File: src/design/l2_amo_defs.svh
/*
 * L2 atomic unit shared widths.
 * Address, line and lane placement constants used across the design.
 */
`ifndef L2_AMO_DEFS_SVH
`define L2_AMO_DEFS_SVH

`define PHY_ADDR_WIDTH           16  // Byte address
`define L2_DATA_DATA_WIDTH       128 // One cache line
`define L2_DATA_DATA_WIDTH_LOG2  7
`define L2_NUM_LINES             16
`define L2_INDEX_WIDTH           4
`define L2_INDEX_LSB             4   // Index sits in address bits 7:4

// Lane placement inside a line
`define L2_DWORD_WIDTH           64
`define L2_DWORD_SEL_BIT         3   // Clear selects line bits 127:64
`define L2_BYTE_OFFSET_WIDTH     3   // Byte within a dword

// Encoded field widths
`define MSG_OP_WIDTH             4
`define MSG_DATA_SIZE_WIDTH      2
`define L2_AMO_ALU_OP_WIDTH      4

`endif

File: src/design/l2_amo_data_pkg.sv
/*
 * Data path types for the L2 atomic unit.
 * ALU opcode and the two views of a cache line.
 */
`include "l2_amo_defs.svh"

package l2_amo_data_pkg;

    typedef enum logic [`L2_AMO_ALU_OP_WIDTH-1:0] {
        NOP  = 4'd0,  // Line passes through unchanged
        SWAP = 4'd1,  // Result is the CPU operand
        ADD  = 4'd2,
        AND  = 4'd3,
        OR   = 4'd4,
        XOR  = 4'd5,
        MAX  = 4'd6,
        MAXU = 4'd7,
        MIN  = 4'd8,
        MINU = 4'd9
    } amo_alu_op_e;

    // Flat view for bit lanes, dword view for operand pick
    typedef union packed {
        logic [`L2_DATA_DATA_WIDTH-1:0]                               flat;
        logic [`L2_DATA_DATA_WIDTH/`L2_DWORD_WIDTH-1:0][`L2_DWORD_WIDTH-1:0] dword;
    } l2_line_u;

endpackage

File: src/design/l2_amo_line_store.sv
/*
 * Direct-indexed line store. Registered read with forwarding
 * of a same-cycle write to the same index.
 */
`include "l2_amo_defs.svh"

module l2_amo_line_store
    import l2_amo_data_pkg::*;
(
    input  logic                       clk,
    input  logic                       rst_n,
    input  logic                       rd_val,
    input  logic [`L2_INDEX_WIDTH-1:0] rd_index,
    input  logic                       wr_en,
    input  logic [`L2_INDEX_WIDTH-1:0] wr_index,
    input  l2_line_u                   wr_line,
    output l2_line_u                   rd_line
);

    l2_line_u lines [`L2_NUM_LINES];
    logic     fwd_hit;

    // Write lands on the same edge that samples the read
    assign fwd_hit = wr_en && (wr_index == rd_index);

    // ~~~~~~~~~~~~~~~~~~~~~~~~~~~~~~~~~~~~~~~~~~~~~~~~~~~~~~~~~~~~~~~~~~~~~~~~~~~
    // Storage array
    // ~~~~~~~~~~~~~~~~~~~~~~~~~~~~~~~~~~~~~~~~~~~~~~~~~~~~~~~~~~~~~~~~~~~~~~~~~~~

    always_ff @(posedge clk)
    begin
        if (!rst_n)
        begin
            for (int i = 0; i < `L2_NUM_LINES; i++)
            begin
                lines[i] <= '0;          // Store starts all zero
            end
        end
        else if (wr_en)
        begin
            lines[wr_index] <= wr_line;
        end
    end

    // ~~~~~~~~~~~~~~~~~~~~~~~~~~~~~~~~~~~~~~~~~~~~~~~~~~~~~~~~~~~~~~~~~~~~~~~~~~~
    // Read port
    // ~~~~~~~~~~~~~~~~~~~~~~~~~~~~~~~~~~~~~~~~~~~~~~~~~~~~~~~~~~~~~~~~~~~~~~~~~~~

    always_ff @(posedge clk)
    begin
        if (rd_val)
        begin
            if (fwd_hit)
            begin
                rd_line <= wr_line;      // Newer data than the array
            end
            else
            begin
                rd_line <= lines[rd_index];
            end
        end
    end

endmodule

File: config.mk
export PLATFORM = sky130hd
export DESIGN_NAME = l2_amo_line_store
export DESIGN_NICKNAME = d
export VERILOG_FILES = /design/src/design/l2_amo_data_pkg.sv /design/src/design/l2_amo_line_store.sv
export VERILOG_INCLUDE_DIRS = /design/src /design/src/design
export SDC_FILE = /design/constraint.sdc
export NUM_CORES = 2
export LEC_CHECK = 0
export ABC_AREA = 0
export BUFFER_PORTS_ARGS = -buffer_cell sky130_fd_sc_hd__buf_2
export CORE_AREA = 2 2 422 424
export DETAILED_ROUTE_END_ITERATION = 12
export DIE_AREA = 0 0 424 426
export PLACE_DENSITY = 0.74
export SYNTH_ARGS = -nofsm -noshare
export SYNTH_HDL_FRONTEND = slang
export SYNTH_SLANG_ARGS = --single-unit
File: constraint.sdc
create_clock -name clk -period 10.9 [get_ports clk]
set_input_delay 1.09 -clock clk [delete_from_list [all_inputs] [get_ports clk]]
set_output_delay 1.09 -clock clk [all_outputs]
set_load 0.03 [all_outputs]
==> impl_metrics.env <==
export IMPL_grt_overflow=0
export IMPL_clk_pin_slew_ns=0.06
export IMPL_clock_path_buffers=3
export IMPL_cap_violations=0
export IMPL_hold_depth=2
export IMPL_grt_usage_pct=27.3
export IMPL_gp_congestion=0.764
export IMPL_synth_seq_cells=2176
export IMPL_final_util_pct=60.4
export IMPL_num_vias=51700
export IMPL_first_pass_iters=6
export IMPL_synth_nets=5979
export IMPL_cp_data_arrival_time_ns=5.37
export IMPL_yosysMostFrequentCell="edfxtp_1"
export IMPL_clock_skew_ns=0.0191
export IMPL_finalWirelength_um=244000
export IMPL_cts_buffers=214
export IMPL_grt_pass1_vias=53400
export IMPL_drtIter0Drc=6163
export IMPL_cts_tree="built"
export IMPL_place_ws_ns=5.13
export IMPL_relSlewSlack_pct=12.3
export IMPL_rsz0062_at_grt="no"
export IMPL_initial_core_util_pct=54.8
export IMPL_wl_per_cell_um=29.1
export IMPL_yosys_top_cells_area="edfxtp_1 (68%), and2_1 (13%), mux4_2 (12%), a22oi_1 (1.8%), clkbuf_1 (1.6%)"
export IMPL_design_die_area_um2=181000
export IMPL_fp_coreArea_um2=176000
export IMPL_post_place_cells=8003
export IMPL_setup_viol=0
export IMPL_cts_sinks=2176
export IMPL_instances_no_fill=8403
export IMPL_drive_above_1_share_pct=22.0
export IMPL_die_y_um=426
export IMPL_outcome="complete, no violations"
export IMPL_hold_class="in -> reg"
export IMPL_ios=268
export IMPL_power_density_nw_per_um2=173
export IMPL_cts_resized=0
export IMPL_synth_main_ff_cell="edfxtp_1"
export IMPL_clock_latency_ns=0.83
export IMPL_synth_top_area_cell="edfxtp_1"
export IMPL_tightest_slew_ns=1.31
export IMPL_finalMaxSlewViolations=0
export IMPL_worst_ep_required_time_ns=11.35
export IMPL_fp_row_count=154
export IMPL_hold_buffers=0
export IMPL_fp_dieW_um=424
export IMPL_max_freq_mhz=203
export IMPL_fin_crit_ns=4.92
export IMPL_postCtsSetupRepairBufs=0
export IMPL_worst_slack_ns=5.98
export IMPL_grt_antenna_before_repair=26
export IMPL_synthCells=5839
export IMPL_synth_distinct_cells=23
export IMPL_root_buffer="clkbuf_16"
export IMPL_ir_drop_mv=0.163
export IMPL_syn2layout_area_growth_pct=10.1
export IMPL_hold_viol_final=0
export IMPL_nets=6019
export IMPL_synth_seq_area_share_pct=67.8
export IMPL_netlist_area_um2=96300
export IMPL_syn_avg_cell_area_um2=16.5
export IMPL_rr_worst_depth=4
export IMPL_htree_levels=4
export IMPL_ant_nets=0
export IMPL_io_buffers=267
export IMPL_synth_common_cells="edfxtp_1 (2176), and2_1 (2049), mux4_2 (512)"
export IMPL_path_class="in -> reg"
export IMPL_avgViaCountPerCell=6.15
export IMPL_p_leak_uw=0.0369
export IMPL_dpl_hpwl_um=124000
export IMPL_grt_max_degree=131
export IMPL_ys_warn_count=0
export IMPL_min_period_over_period_pct=45.2
export IMPL_crit_path_max_fanout=50
export IMPL_drc=0
export IMPL_grt_pass1_wl_um=360000
export IMPL_synth_edff_count=2176
export IMPL_crit_path_end_kind="register"
export IMPL_async_flop_share_pct=0
export IMPL_synth_top_cell_area_share_pct=67.8
export IMPL_worst_setup_path_start_kind="input port"
==> cells in the final DEF, fill, tap and decap left out, drive strengths merged, types with 2 or more instances in the layout <==
master,n
nor2,13
mux2,128
buf,364
nand2,119
nor2b,2
nor3,4
bufinv,14
diode,12
mux4,512
nand4b,2
and2,2049
a22oi,232
clkinv,102
xor2,3
nand2b,6
inv,7
o21ai,12
mux2i,36
edfxtp,2176
clkbuf,265
==> final timing paths <==
check                                endpoint           from  slack, ns
worst min-delay path             lines[3][34]    wr_line[34]       0.71
worst max register to register    rd_line[71]  lines[13][71]       8.79
worst min register to register     rd_line[8]    lines[2][8]       0.88
worst max-delay path            lines[12][94]          rst_n       5.98
==> cell families (layout without fill, tap and decap cells) <==
family	count (synthesis)	after routing	share of synthesized area (%)
buf+inv	541	753	2.48
other cells	0	12	0
mux	676	676	13.8
xor+xnor	4	4	0.0364
simple gates	2198	2198	13.9
compound gates	244	244	1.87
flops	2176	2176	67.8
==> through the flow <==
step                      power (uW)  area (um^2)  setup TNS [ns]  hold slack, ns
after global placement         11400        99400               0           0.851
after floorplan                11000        96300         -571.13           0.834
after global routing           18900       106000               0           0.719
final                          18400       106000               0           0.713
after CTS                      18500       106000               0           0.660
after detailed placement       11500        99400               0           0.864
==> final cells by class <==
cell class | instances | area, um^2
multi-input cells | 3122 | 28900
clock buffers | 264 | 5630
repair buffers | 365 | 2260
fillers | 12700 | 69700
well taps | 2340 | 2930
clock inverters | 124 | 982
diodes | 12 | 30.0
flip-flops and latches | 2176 | 65300
==> flip-flops by register name (all words and copies together) (netlist names) <==
register	count
rd_line	128
lines	2048
==> metal layers <==
| metal | wire [um] | vias up | share of wire, % | GRT usage (%) |
|---|---|---|---|---|
| li1 | - | 21800 | - | - |
| met1 | 90300 | 26900 | 37 | 35.4 |
| met2 | 125000 | 2508 | 51 | 47.0 |
| met3 | 20000 | 486 | 8.2 | 4.08 |
| met4 | 9250 | 16 | 3.8 | 10.4 |
| met5 | 91 | - | 0.037 | 0 |
==> worst max-delay path: stages <==
cell	delay, ns
buf_2	0.65
nand4_1	0.72
nor3_2	0.46
nand2b_4	0.81
buf_4	0.70
buf_4	0.82
==> where the power goes <==
| group | internal [uW] | switching, uW | leakage (uW) | total, uW |
|---|---|---|---|---|
| Clock | 3970 | 3110 | 0.00326 | 7090 |
| Sequential | 9730 | 128 | 0.0208 | 9850 |
| Combinational | 536 | 911 | 0.0128 | 1450 |
Power figures use the tool's default switching activity.
