## config.mk

```make
export PLATFORM = sky130hd
export DESIGN_NAME = l2_amo_exec
export DESIGN_NICKNAME = d
export VERILOG_FILES = /design/src/design/l2_amo_data_pkg.sv /design/src/design/l2_amo_msg_pkg.sv /design/src/design/l2_amo_alu.sv /design/src/design/l2_amo_exec.sv
export VERILOG_INCLUDE_DIRS = /design/src /design/src/design
export SDC_FILE = /design/constraint.sdc
export NUM_CORES = 2
export LEC_CHECK = 0
export BUFFER_PORTS_ARGS = -buffer_cell sky130_fd_sc_hd__buf_2
export CAP_MARGIN = 0
export CELL_PAD_IN_SITES_DETAIL_PLACEMENT = 0
export CELL_PAD_IN_SITES_GLOBAL_PLACEMENT = 1
export CORE_ASPECT_RATIO = 1.25
export CORE_MARGIN = 2
export CORE_UTILIZATION = 35
export DETAILED_ROUTE_END_ITERATION = 12
export MAX_ROUTING_LAYER = met4
export PLACE_DENSITY = 0.71
export SYNTH_ARGS = -nofsm -noshare
export SYNTH_HDL_FRONTEND = slang
export SYNTH_SLANG_ARGS = --single-unit
```

## constraint.sdc

```tcl
create_clock -name clk -period 16.4 [get_ports clk]
set_clock_uncertainty 0.15 [all_clocks]
set_input_delay 0.82 -clock clk [delete_from_list [all_inputs] [get_ports clk]]
set_output_delay 0.82 -clock clk [all_outputs]
set_load 0.02 [all_outputs]
```

## src/design/l2_amo_defs.svh

```systemverilog
/*
 * L2 atomic unit shared widths.
 * Address, line and lane placement constants used across the design.
 */
`ifndef L2_AMO_DEFS_SVH
`define L2_AMO_DEFS_SVH

`define PHY_ADDR_WIDTH           16  // Byte address
`define L2_DATA_DATA_WIDTH       128 // One cache line
`define L2_DATA_DATA_WIDTH_LOG2  7
`define L2_NUM_LINES             16
`define L2_INDEX_WIDTH           4
`define L2_INDEX_LSB             4   // Index sits in address bits 7:4

// Lane placement inside a line
`define L2_DWORD_WIDTH           64
`define L2_DWORD_SEL_BIT         3   // Clear selects line bits 127:64
`define L2_BYTE_OFFSET_WIDTH     3   // Byte within a dword

// Encoded field widths
`define MSG_OP_WIDTH             4
`define MSG_DATA_SIZE_WIDTH      2
`define L2_AMO_ALU_OP_WIDTH      4

`endif

```

## src/design/l2_amo_data_pkg.sv

```systemverilog
/*
 * Data path types for the L2 atomic unit.
 * ALU opcode and the two views of a cache line.
 */
`include "l2_amo_defs.svh"

package l2_amo_data_pkg;

    typedef enum logic [`L2_AMO_ALU_OP_WIDTH-1:0] {
        NOP  = 4'd0,  // Line passes through unchanged
        SWAP = 4'd1,  // Result is the CPU operand
        ADD  = 4'd2,
        AND  = 4'd3,
        OR   = 4'd4,
        XOR  = 4'd5,
        MAX  = 4'd6,
        MAXU = 4'd7,
        MIN  = 4'd8,
        MINU = 4'd9
    } amo_alu_op_e;

    // Flat view for bit lanes, dword view for operand pick
    typedef union packed {
        logic [`L2_DATA_DATA_WIDTH-1:0]                               flat;
        logic [`L2_DATA_DATA_WIDTH/`L2_DWORD_WIDTH-1:0][`L2_DWORD_WIDTH-1:0] dword;
    } l2_line_u;

endpackage

```

## src/design/l2_amo_msg_pkg.sv

```systemverilog
/*
 * Request message types for the L2 atomic unit.
 * Opcode and access size as seen on the request port.
 */
`include "l2_amo_defs.svh"

package l2_amo_msg_pkg;

    // Request opcode
    typedef enum logic [`MSG_OP_WIDTH-1:0] {
        LOAD     = 4'd0,
        STORE    = 4'd1,
        AMO_ADD  = 4'd2,
        AMO_AND  = 4'd3,
        AMO_OR   = 4'd4,
        AMO_XOR  = 4'd5,
        AMO_MAX  = 4'd6,  // Signed
        AMO_MAXU = 4'd7,
        AMO_MIN  = 4'd8,  // Signed
        AMO_MINU = 4'd9
    } msg_op_e;

    // Access size as log2 of the byte count
    typedef enum logic [`MSG_DATA_SIZE_WIDTH-1:0] {
        SIZE_1B = 2'd0,
        SIZE_2B = 2'd1,
        SIZE_4B = 2'd2,
        SIZE_8B = 2'd3
    } msg_size_e;

endpackage

```

## src/design/l2_amo_alu.sv

```systemverilog
/*
 * Atomic ALU. Computes the operation on the 8, 16, 32 and 64 bit
 * lanes at the request address and merges the chosen size into the line.
 */
`include "l2_amo_defs.svh"

module l2_amo_alu
    import l2_amo_msg_pkg::*, l2_amo_data_pkg::*;
(
    input  amo_alu_op_e                amo_alu_op,
    input  logic [`PHY_ADDR_WIDTH-1:0] address,
    input  msg_size_e                  data_size,
    input  l2_line_u                   memory_operand,
    input  l2_line_u                   cpu_operand,
    output l2_line_u                   amo_result
);

    localparam int NUM_SIZES = 4;

    logic [`L2_DATA_DATA_WIDTH-1:0] merged_line [NUM_SIZES];
    logic                           signed_cmp;
    logic                           is_sub;

    // Compares run the shared adder as a subtract
    assign signed_cmp = (amo_alu_op == MAX) || (amo_alu_op == MIN);
    assign is_sub     = signed_cmp || (amo_alu_op == MAXU) || (amo_alu_op == MINU);

    // ~~~~~~~~~~~~~~~~~~~~~~~~~~~~~~~~~~~~~~~~~~~~~~~~~~~~~~~~~~~~~~~~~~~~~~~~~~~
    // One lane per access size
    // ~~~~~~~~~~~~~~~~~~~~~~~~~~~~~~~~~~~~~~~~~~~~~~~~~~~~~~~~~~~~~~~~~~~~~~~~~~~

    for (genvar g = 0; g < NUM_SIZES; g++)
    begin : g_lane
        localparam int W = 8 << g;
        localparam logic [`L2_BYTE_OFFSET_WIDTH-1:0] OFF_MASK = 3'b111 << g;

        logic [`L2_DATA_DATA_WIDTH_LOG2-1:0] base;
        logic [W-1:0]                        op_a;
        logic [W-1:0]                        op_b;
        logic [W-1:0]                        res;
        logic [W:0]                          add_b;
        logic [W:0]                          sum;
        logic                                ext_a;
        logic                                ext_b;
        logic                                a_lt_b;
        logic [`L2_DATA_DATA_WIDTH-1:0]      merged;

        // Inverted dword bit puts offset 0..7 in the upper half
        assign base = {~address[`L2_DWORD_SEL_BIT],
                       address[`L2_BYTE_OFFSET_WIDTH-1:0] & OFF_MASK,
                       3'b000};

        assign op_a = memory_operand.flat[base +: W];
        assign op_b = cpu_operand.flat[base +: W];

        // Widened by one bit so the top bit is the compare result
        assign ext_a  = signed_cmp & op_a[W-1];
        assign ext_b  = signed_cmp & op_b[W-1];
        assign add_b  = {ext_b, op_b} ^ {(W+1){is_sub}};
        assign sum    = {ext_a, op_a} + add_b + {{W{1'b0}}, is_sub};
        assign a_lt_b = sum[W];

        always_comb
        begin
            case (amo_alu_op)
                NOP:       res = op_a;
                SWAP:      res = op_b;
                ADD:       res = sum[W-1:0];
                AND:       res = op_a & op_b;
                OR:        res = op_a | op_b;
                XOR:       res = op_a ^ op_b;
                MAX, MAXU: res = a_lt_b ? op_b : op_a;
                MIN, MINU: res = a_lt_b ? op_a : op_b;
                default:   res = op_a;
            endcase
        end

        always_comb
        begin
            merged             = memory_operand.flat;
            merged[base +: W]  = res;     // Only the addressed lane changes
        end

        assign merged_line[g] = merged;
    end

    // Size code doubles as lane number
    assign amo_result.flat = merged_line[data_size];

endmodule

```

## src/design/l2_amo_exec.sv

```systemverilog
/*
 * Execute stage. Runs the ALU on the read line, drives the
 * write-back and registers the response.
 */
`include "l2_amo_defs.svh"

module l2_amo_exec
    import l2_amo_msg_pkg::*, l2_amo_data_pkg::*;
(
    input  logic                       clk,
    input  logic                       rst_n,
    input  logic                       dec_val,
    input  amo_alu_op_e                dec_alu_op,
    input  logic                       dec_wr_en,
    input  logic                       dec_err,
    input  logic [`PHY_ADDR_WIDTH-1:0] dec_addr,
    input  msg_size_e                  dec_size,
    input  l2_line_u                   dec_cpu_operand,
    input  l2_line_u                   rd_line,
    output logic                       wr_en,
    output logic [`L2_INDEX_WIDTH-1:0] wr_index,
    output l2_line_u                   wr_line,
    output logic                       resp_val,
    output logic                       resp_err,
    output logic [`L2_DWORD_WIDTH-1:0] resp_data
);

    logic [`L2_DWORD_WIDTH-1:0] old_dword;
    logic [`L2_DWORD_WIDTH-1:0] old_shifted;
    logic [`L2_DWORD_WIDTH-1:0] old_operand;

    l2_amo_alu u_alu (
        .amo_alu_op     (dec_alu_op),
        .address        (dec_addr),
        .data_size      (dec_size),
        .memory_operand (rd_line),
        .cpu_operand    (dec_cpu_operand),
        .amo_result     (wr_line)
    );

    assign wr_en    = dec_val && dec_wr_en && !dec_err;
    assign wr_index = dec_addr[`L2_INDEX_LSB +: `L2_INDEX_WIDTH];

    // Old operand moved down to bit 0
    assign old_dword   = rd_line.dword[~dec_addr[`L2_DWORD_SEL_BIT]];
    assign old_shifted = old_dword >> {dec_addr[`L2_BYTE_OFFSET_WIDTH-1:0], 3'b000};

    always_comb
    begin
        case (dec_size)
            SIZE_1B: old_operand = {56'd0, old_shifted[7:0]};
            SIZE_2B: old_operand = {48'd0, old_shifted[15:0]};
            SIZE_4B: old_operand = {32'd0, old_shifted[31:0]};
            default: old_operand = old_shifted;
        endcase
    end

    always_ff @(posedge clk)
    begin
        if (!rst_n)
        begin
            resp_val <= 1'b0;
            resp_err <= 1'b0;
        end
        else
        begin
            resp_val <= dec_val;
            resp_err <= dec_val & dec_err;
        end
    end

    always_ff @(posedge clk)
    begin
        if (dec_val)
        begin
            resp_data <= dec_err ? '0 : old_operand;   // Nothing returned on error
        end
    end

endmodule

```

==> reports/metrics.cfg <==
[layout]
layout_common_cells = nand2_1 (604), a21oi_1 (523), buf_2 (459), nor2_1 (436), o21ai_0 (415)
nets = 6384
drive_gt1_share_pct = 17.8
fillers = 11900
area_growth_pct = 10.9
final_common_cell = nand2_1
final_util_pct = 39.1

[critical_path]
cp-start-kind = input pin
required_ns = 15.43
path_common_cell = buf_4
worstPathMaxFanout = 58
cp_slowest_cell = a311oi_2
crit_type = input pin to output pin
critPathMaxStageDelay_ns = 1.14
crit_arrival_ns = 9.87
cpLargestDelayFamily = compound AO/OA/AOI/OAI gates
path_cells = buf_2 > buf_4 > or3b_4 > nand2_4 > buf_4 > xnor2_1 > ha_1 > a21o_1 > o21ba_1 > o22ai_1 > a211oi_1 > a21oi_1 > o21ai_1 > nand3_2 > buf_4 > nand2_2 > buf_4 > nand2_1 > a311oi_2 > a21oi_1 > nand4b_1 > buf_2
cp.buffers_inverters = 6
end_kind = output pin

[drt]
drc = 0
num_vias = 52900
via_per_inst = 7.30
drt_iter0_markers = 8837
final_antenna_net_count = 0
wirelength_mm = 309
wl_met3_mm = 45.3
first_pass_iters = 10
routedWlPerCell_um = 42.7
wl_met1_mm = 108
top_layer = met4
met2WireLength_mm = 123

[clocking]
cts-buffers-inserted = 9
clock-root-buffer = clkbuf_16
clock-sinks = 66
cts_setup_buffers = 0
h-tree-depth = 3
hold_buffers = 0
cts_tree = built
clockBufferDepth = 2
cts.clk_slew.worst_paths_ns = 0.06
cts_resized = 0

[timing]
fin_crit_sh_pct = 66.1
tns_ns = 0
max_freq_mhz = 92.3
finalSetupViolations = 0
final_hold_viol_count = 0
timing.slew.headroom_pct = 1.41
worst_slew_pin_slew_ns = 1.47
maxSlewViolCount = 0
rsz0062_at_grt = no
post-route-min-period_ns = 10.84

[run_status]
violations = max-capacitance violations
status = finished, violations left

[synth]
synth_cell_type_count = 125
synth-seq-cells = 66
async_reset_ff_share_pct = 0
syn_nets = 6206
ys.flop_type = edfxtp_1
synth_edf_count = 64
syn_inst = 5553
syn_area_per_cell_um2 = 6.97
ys_seq_area_share_pct = 5.07
synth_area_um2 = 38700
yosysWarnings = 0

[placed_design]
numPortBuffers = 465
dp_hpwl_mm = 232
place.gp.congestion = 1.16

[die]
die_y_um = 376
io_pins = 482
die_w_um = 301
dieArea_um2 = 113000
row_count = 136
core_um2 = 110000
initial_core_util_pct = 35.2

[global_routing]
grt_pass1_wl_mm = 411
grt_overflow_total = 0
antenna_found_initial = 42
track_usage_pct = 53.7
grt_start_max_net_pins = 110
grt_pass1_vias = 47500

[worst_hold_path]
hold_path_class = input pin to register

[power_and_ir_drop]
peakVddDrop_uv = 81.2
p_per_area_nw_per_um2 = 76.5
cellLeakagePower_nw = 17.2

[flow_run]
drv_cap = 3

cell type report:
| type | instances | area, um2 | area share [%] |
|---|---|---|---|
| clock inverters | 7 | 60.1 | 0.140 |
| well taps | 1449 | 1810 | 4.23 |
| flip-flops and latches | 66 | 1960 | 4.57 |
| diodes | 55 | 138 | 0.321 |
| multi-input cells | 4714 | 33800 | 78.7 |
| repair buffers | 653 | 3850 | 8.99 |
| inverters | 287 | 1080 | 2.52 |
| clock buffers | 9 | 225 | 0.525 |
worst paths after layout:
check	start	to	slack [ns]	cells past startpoint
worst max-delay path	dec_alu_op[3]	wr_line[35]	5.56	22
worst min-delay path	rst_n	resp_val	0.55	2
metal layers:
metal / up-vias / track usage (%)
met5: - / -
met4: 0 / 43.1
li1: 21500 / -
met2: 4517 / 73.5
met3: 1296 / 22.9
met1: 25600 / 60.3
where the power goes:
part | switching, W | internal [W]
Clock | 0.0000829 | 0.000105
Sequential | 0.00000428 | 0.000198
Combinational | 0.00207 | 0.000818
registers in the layout, indices dropped and copies added, names as in the netlist:
name / flops
resp_val: 1
resp_err: 1
resp_data: 64
Yosys cell counts, drive strengths merged (25+ instances only):
cell type,count,area [um2]
nor3,139,711
ha,366,4580
a221oi,86,790
nor2b,26,163
mux2i,128,1300
xnor2,182,1620
o211ai,138,1050
a21o,61,458
mux2,96,1080
a31oi,79,500
o31ai,43,333
mux4,123,2780
nand2,613,2310
inv,280,1050
a211oi,132,1000
or3,34,213
edfxtp,64,1920
a21boi,35,274
o21ai,465,2340
o221ai,100,876
nor2,447,1690
nand3,138,696
a21oi,525,2640
o2111ai,44,392
and2,42,263
and3,29,186
o21a,25,188
nand4,51,319
a221o,29,290
xor2,43,377
nand2b,37,231
clkbuf,317,1190
o22ai,58,369
a22oi,70,536
buf,169,960
through the flow:
stage | hold WS (ns) | total power, W | instance area [um2] | std cells | worst slack [ns]
after floorplan | 0.782 | 0.00179 | 38700 | 5553 | 8.96
after global placement | 0.889 | 0.00290 | 42400 | 7167 | 5.98
after detailed placement | 0.893 | 0.00291 | 42400 | 7167 | 5.99
after CTS | 0.542 | 0.00310 | 42700 | 7183 | 5.95
after global routing | 0.546 | 0.00334 | 42900 | 7233 | 5.66
final | 0.546 | 0.00328 | 42900 | 7240 | 5.56
kinds of logic (layout without fill, tap and decap cells):
kind of cell	count (synthesis)	after routing	share of synthesized area [%]
buffers and inverters	773	956	8.35
other	0	55	0
AND/OR/NAND/NOR	1644	1644	19.2
XOR/XNOR	225	225	5.16
flip-flops	66	66	5.07
multiplexers	347	347	13.3
adder cells (fa/ha/maj)	370	370	12.0
AO/OA/AOI/OAI	2128	2128	36.8
(Power assumes the default switching activity.)
